**src/verilog/gpr_pkg.sv**
```systemverilog
package gpr_pkg;

	// ########################################################################
	// Core geometry
	// ########################################################################

	localparam int NUM_WARPS   = 4;
	localparam int NUM_THREADS = 2; // Lanes per warp
	localparam int NUM_REGS    = 32;
	localparam int REG_BITS    = 32;

	// Field widths derived from the geometry above
	localparam int WARP_BITS     = $clog2(NUM_WARPS);
	localparam int REG_ADDR_BITS = $clog2(NUM_REGS);

	// ########################################################################
	// Writeback codes
	// ########################################################################

	localparam int WB_BITS = 2;

	// Any other code means the result goes to rd
	localparam logic [WB_BITS-1:0] WB_NONE = 2'd0;

endpackage
```
**src/verilog/operand_select.sv**
```systemverilog
`timescale 1ns/100ps

module operand_select import gpr_pkg::*; (
	input  logic [NUM_WARPS-1:0]                                 warp_sel,
	input  logic [NUM_WARPS-1:0][NUM_THREADS-1:0][REG_BITS-1:0] ctx_a_data,
	input  logic [NUM_WARPS-1:0][NUM_THREADS-1:0][REG_BITS-1:0] ctx_b_data,
	input  logic [NUM_WARPS-1:0]                                 ctx_stall,
	input  logic                                                 src1_fwd,
	input  logic [NUM_THREADS-1:0][REG_BITS-1:0]                src1_fwd_data,
	input  logic                                                 src2_fwd,
	input  logic [NUM_THREADS-1:0][REG_BITS-1:0]                src2_fwd_data,
	input  logic                                                 is_jal,
	input  logic [REG_BITS-1:0]                                  curr_pc,
	output logic [NUM_THREADS-1:0][REG_BITS-1:0]                a_reg_data,
	output logic [NUM_THREADS-1:0][REG_BITS-1:0]                b_reg_data,
	output logic                                                 clone_stall
);

	logic [NUM_THREADS-1:0][REG_BITS-1:0] sel_a;
	logic [NUM_THREADS-1:0][REG_BITS-1:0] sel_b;

	// And-or mux over the one-hot warp select
	always_comb begin
		sel_a = '0;
		sel_b = '0;
		for (int w = 0; w < NUM_WARPS; w++) begin
			sel_a |= ctx_a_data[w] & {(NUM_THREADS * REG_BITS){warp_sel[w]}};
			sel_b |= ctx_b_data[w] & {(NUM_THREADS * REG_BITS){warp_sel[w]}};
		end
	end

	// Jal beats forwarding on source A
	assign a_reg_data = is_jal   ? {NUM_THREADS{curr_pc}} :
	                    src1_fwd ? src1_fwd_data : sel_a;
	assign b_reg_data = src2_fwd ? src2_fwd_data : sel_b;

	assign clone_stall = |ctx_stall;

	// More than one active context would merge two warps' operands
	a_warp_sel_onehot: assert final ($isunknown(warp_sel) || $onehot(warp_sel))
		else $error("warp read select is not one-hot");

endmodule

```
**config.mk**
```make
export PLATFORM = sky130hd
export DESIGN_NAME = operand_select
export DESIGN_NICKNAME = d
export VERILOG_FILES = /design/src/verilog/gpr_pkg.sv /design/src/verilog/operand_select.sv
export SDC_FILE = /design/constraint.sdc
export NUM_CORES = 1
export LEC_CHECK = 0
export ABC_AREA = 1
export ABC_CLOCK_PERIOD_IN_PS = 1100
export BUFFER_PORTS_ARGS = -buffer_cell sky130_fd_sc_hd__buf_2
export CELL_PAD_IN_SITES_DETAIL_PLACEMENT = 0
export CELL_PAD_IN_SITES_GLOBAL_PLACEMENT = 1
export CORE_AREA = 2 2 319 321
export DETAILED_ROUTE_END_ITERATION = 10
export DIE_AREA = 0 0 321 323
export GPL_TIMING_DRIVEN = 0
export PLACE_DENSITY = 0.36
export SYNTH_ARGS = -nofsm -noshare
export SYNTH_HDL_FRONTEND = slang
export SYNTH_SLANG_ARGS = --single-unit
```
**constraint.sdc**
```tcl
create_clock -name vclk -period 1.1
set_clock_uncertainty 0.15 [all_clocks]
set_input_delay 0.055 -clock vclk [all_inputs]
set_output_delay 0.055 -clock vclk [all_outputs]
set_load 0.005 [all_outputs]
```
==> results.cfg, run 1 <==
[run_status]
status = complete, but fails checks
violations = negative setup slack

[power_and_ir_drop]
swShare_pct = 53.72
p_seq_share_pct = 0
power.share.combinational_pct = 100.0
power_leakage_nw = 8.785
p_int_mw = 3.214
power_mw = 6.946
clkPwrFrac_pct = 0
ir_drop_uv = 186.4
switchingPower_mw = 3.731
p_per_area_nw_per_um2 = 434.1

[placement]
dp.cells = 3500
port_buffers = 805
dp_hpwl_mm = 73.86
dp_slack_ns = -1.215
globalplace.congestion = 0.8460

[floorplanning]
die_x_um = 321
die_h_um = 323
rows = 117
fp.dieArea_um2 = 103700
start_util_pct = 5.773
ios = 812
core_area_um2 = 100700

[timing]
grt_setup_unrepaired = true
worstMarginPinSlew_ns = 0.3391
fin_ws_ns = -0.2403
fin_crit_sh_pct = 121.8
clock.fmax_mhz = 746.1
relSlewSlack_pct = 77.31
drv_slew = 0
min_period_ns = 1.340
finalSetupViolations = 105
hold_slack_ns = 0.2214
hold_viol_final = 0

[cells_and_area]
fin_cells = 3588
syn_to_final_growth_pct = 175.2
regArea_um2 = 0
n_clock_buffer = 0
seq_cells = 0
drive_gt1_share_pct = 58.10
layout.nets = 2950
fillCellCount = 12120
postLayoutCoreUtil_pct = 15.89

[detailed_routing]
ant_nets = 0
wirelength_mm = 92.23
first_pass_iters = 5
drc = 0
wl_per_cell_um = 25.70
drtIter0Drc = 568
num_vias = 12390
post_drt_via_cell_ratio = 3.453

[setup_path]
startpoint = warp_sel[3]
startpoint_type = input pin
crit_type = in2out
endpoint_kind = output port
crit_path_max_fanout = 7
crit_end = b_reg_data[63]
path_depth = 9
arrival_ns = 1.14
cp_common_cell = nand2_1
slowest_stage = nand4_1
cp_cell_sequence = buf_16 -> buf_4 -> buf_8 -> buf_12 -> nand2_2 -> nand4_1 -> nand2_1 -> nand2_1 -> buf_2
worst-path-buf-inv = 5
max_stage_delay_ns = 0.17
crit_family = buffers and inverters
cp_data_required_time_ns = 0.89

[synthesis]
syn-cell-area_um2 = 5814
ys_warn_count = 0
syn-instance-count = 1386
synth_top_area_cell = nand2_1
syn-num-nets = 2069
synthDistinctLibCells = 14
syn_avg_cell_area_um2 = 4.195
ys_top_cells_by_area = nand2_1, nand3_1, o21bai_1
seq_area_frac_synth_pct = 0
synthTopCellsByCount = nand2_1, nor2_1, nand3_1
yosys.area.top_type_share_pct = 58.94
yosysMostFrequentCell = nand2_1

[grt]
grt_pass1_wl_mm = 114.2
gr-usage-met3_pct = 2.874
grt_max_degree = 11
use_met2_pct = 29.47
grt-busiest-layer = met2
antenna_found_initial = 37
overflow = 0
grt_use_total_pct = 16.44
grt_pass1_vias = 12940
grtUsageMet1_pct = 20.44

[min_path]
whs_path_depth = 4
min_path_type = in2out

[flow_run]
cap_violations = 0

[clocking]
hold_buffers = 0
## metrics by stage
stage	TNS (ns)	area, um2
floorplan	0	5814
global placement	-89.22	11480
detailed placement	-89.69	11480
CTS	-11.75	14920
global route	-16.77	15980
finish	-10.92	16000
## area by class of cell
type	count	area, um2	area share, %
multi-input cells	1226	6957	43.48
repair buffers	882	5473	34.21
well taps	1309	1638	10.24
plain buffers	91	1598	9.987
inverters	66	299.0	1.869
diodes	14	35.03	0.2190
## power by group through the flow
| stage | clock [mW] | sequential [mW] | combinational [mW] |
|---|---|---|---|
| after floorplan | 0 | 0 | 1.82 |
| after global placement | 0 | 0 | 4.97 |
| after detailed placement | 0 | 0 | 4.95 |
| after CTS | 0 | 0 | 6.62 |
| after global routing | 0.000000699 | 0 | 7.49 |
| final | 0.00000152 | 0 | 6.95 |
## cells by family after synthesis
logic type / share of synthesized area (%)
AND/OR/NAND/NOR: 78.31
buffers and inverters: 13.47
AO/OA/AOI/OAI: 8.220
## layer usage
layer	up-vias	routed length, um
met4	14	1540
met3	76	5272
met1	5713	39460
met2	556	45860
met5	-	90
li1	6032	-
## timing repair
action                     CTS  global route
setup endpoints to repair  128           127
pin swaps                  128           161
gates resized for setup    615           235
setup buffers               42             8
cloned                      24             8
## worst min path at each step
stage | start | endpoint | slack [ns]
after floorplan | ctx_stall[0] | clone_stall | 0.03
after global placement | src2_fwd_data[60] | b_reg_data[60] | 0.22
after detailed placement | src2_fwd_data[35] | b_reg_data[35] | 0.22
after CTS | src2_fwd_data[35] | b_reg_data[35] | 0.22
after global routing | src2_fwd_data[25] | b_reg_data[25] | 0.25
final | src2_fwd_data[35] | b_reg_data[35] | 0.22
## cells in the final DEF, fill, tap and decap left out
cell type  Yosys  layout
buf_2         76     797
nand2_1      913     714
nand2_2        0     107
nand2_4        0      91
nor2_1       121      77
inv_1         63      63
nand3_2        0      53
buf_12         0      41
buf_6          8      40
o21bai_1      63      40
buf_16         0      39
nor2_2         0      30
nand3_1      103      30
nand4_1       25      25
o21bai_4       0      23
buf_4          4      21
buf_8          1      21
nand3_4        0      20
diode_2        0      14
nor2_4         0      14
clkbuf_16      0       8
clkbuf_4       0       3
clkbuf_8       0       3
clkinv_8       0       1
o21ai_2        0       1
clkinv_16      0       1
nand2_8        0       1
inv_12         0       1
No activity file was read; power rests on OpenSTA's default activity.
==> run 2: changes to the inputs <==
Settings changed: GPL_ROUTABILITY_DRIVEN set to 1, SKIP_LAST_GASP set to 1.
==> results.cfg, run 2 (synthesis results as in run 1) <==
[floorplanning]
rows = 117
core_area_um2 = 100700
start_util_pct = 5.773
ios = 812
die_h_um = 323
die_x_um = 321
fp.dieArea_um2 = 103700

[power_and_ir_drop]
clkPwrFrac_pct = 0
power_leakage_nw = 8.713
p_int_mw = 3.185
p_seq_share_pct = 0
p_per_area_nw_per_um2 = 434.2
ir_drop_uv = 187.5
switchingPower_mw = 3.691
power_mw = 6.876
swShare_pct = 53.68
power.share.combinational_pct = 100.0

[setup_path]
cp_common_cell = buf_16
endpoint_kind = output port
startpoint_type = input pin
max_stage_delay_ns = 0.17
crit_path_max_fanout = 8
slowest_stage = buf_12
cp_data_required_time_ns = 0.89
arrival_ns = 1.11
cp_cell_sequence = buf_16 -> clkinv_8 -> buf_16 -> buf_12 -> buf_4 -> nand2_2 -> o21bai_4 -> nand2_1 -> buf_2
crit_type = in2out

[min_path]
min_path_type = in2out
whs_path_depth = 4

[timing]
grt_setup_unrepaired = true
min_period_ns = 1.316
fin_crit_sh_pct = 119.6
drv_slew = 0
relSlewSlack_pct = 80.67
clock.fmax_mhz = 759.9
hold_viol_final = 0
worstMarginPinSlew_ns = 0.2889
hold_slack_ns = 0.2214
fin_ws_ns = -0.2160
finalSetupViolations = 104

[cells_and_area]
syn_to_final_growth_pct = 172.3
drive_gt1_share_pct = 56.72
layout_common_cells = buf_2, nand2_1, nand2_2
final_area_um2 = 15840
n_clock_buffer = 0
multi_input_area_um2 = 6830
postLayoutCoreUtil_pct = 15.72
layout.nets = 2954
fillCellCount = 12140
seq_cells = 0
layout.cells.most_common = buf_2
regArea_um2 = 0

[clocking]
hold_buffers = 0

[placement]
dp_slack_ns = -1.215
placed_cell_area_um2 = 11480
globalplace.congestion = 0.8460
port_buffers = 805
dp_hpwl_mm = 73.86

[detailed_routing]
ant_nets = 0
drc = 0
post_drt_via_cell_ratio = 3.451
wl_per_cell_um = 25.58
first_pass_iters = 4
wirelength_mm = 91.85
num_vias = 12390
drtIter0Drc = 554

[run_status]
status = complete, but fails checks
violations = negative setup slack

[grt]
grt_max_degree = 11
grt_pass1_wl_mm = 114.2
overflow = 0
grt_pass1_vias = 12930
antenna_found_initial = 37
grt_use_total_pct = 16.44

[flow_run]
cap_violations = 0
-- run 2: cell count changes in the layout (fill, tap and decap cells not counted), sizes merged --
cell	change
buf	+4
bufbuf	+1
clkbuf	-1
diode	-1
-- run 2: layout make-up --
type	count	share of cell area, %
Tap cell	1309	10.34
Antenna cell	13	0.2054
Multi-Input combinational cell	1226	43.13
Inverter	66	1.888
Timing Repair Buffer	886	34.46
Buffer	91	9.972
-- run 2: per-stage QoR --
| stage | TNS, ns | instances |
|---|---|---|
| finish | -12.04 | 3591 |
| global route | -17.80 | 3584 |
| CTS | -12.83 | 3566 |
| detailed placement | -89.69 | 3500 |
| global placement | -89.22 | 3500 |
| floorplan | 0 | 1386 |
-- run 2: layer usage --
| metal | vias to the layer above | global-route usage [%] | share of wire, % |
|---|---|---|---|
| met2 | 557 | 29.60 | 50 |
| met5 | - | 0 | 0.096 |
| met4 | 14 | 3.250 | 2.0 |
| met3 | 79 | 2.880 | 5.5 |
| met1 | 5712 | 20.40 | 43 |
| li1 | 6032 | - | - |
-- run 2: power by group through the flow --
stage                     registers, mW  logic, mW  clock network (mW)
after global routing                  0       7.42         0.000000618
after CTS                             0       6.54                   0
after detailed placement              0       4.95                   0
after global placement                0       4.97                   0
final                                 0       6.88          0.00000145
after floorplan                       0       1.82                   0
-- run 2: worst paths after layout --
| kind | startpoint | end | slack, ns |
|---|---|---|---|
| worst min-delay path | src2_fwd_data[35] | b_reg_data[35] | 0.22 |
| worst max-delay path | src1_fwd | a_reg_data[12] | -0.22 |
-- run 2: what timing repair did --
item                                    in CTS  in global routing
pin swaps                                  125                151
hold endpoints to repair                     0                  0
endpoints found under the setup margin     128                128
gates cloned                                24                  7
buffers inserted                            42                 15
gates resized for setup                    564                246
-- run 2: critical path, delay by kind of cell --
family	cells	cell delay, ns
compound gates	1	0.13
buf+inv	6	0.77
simple gates	2	0.12
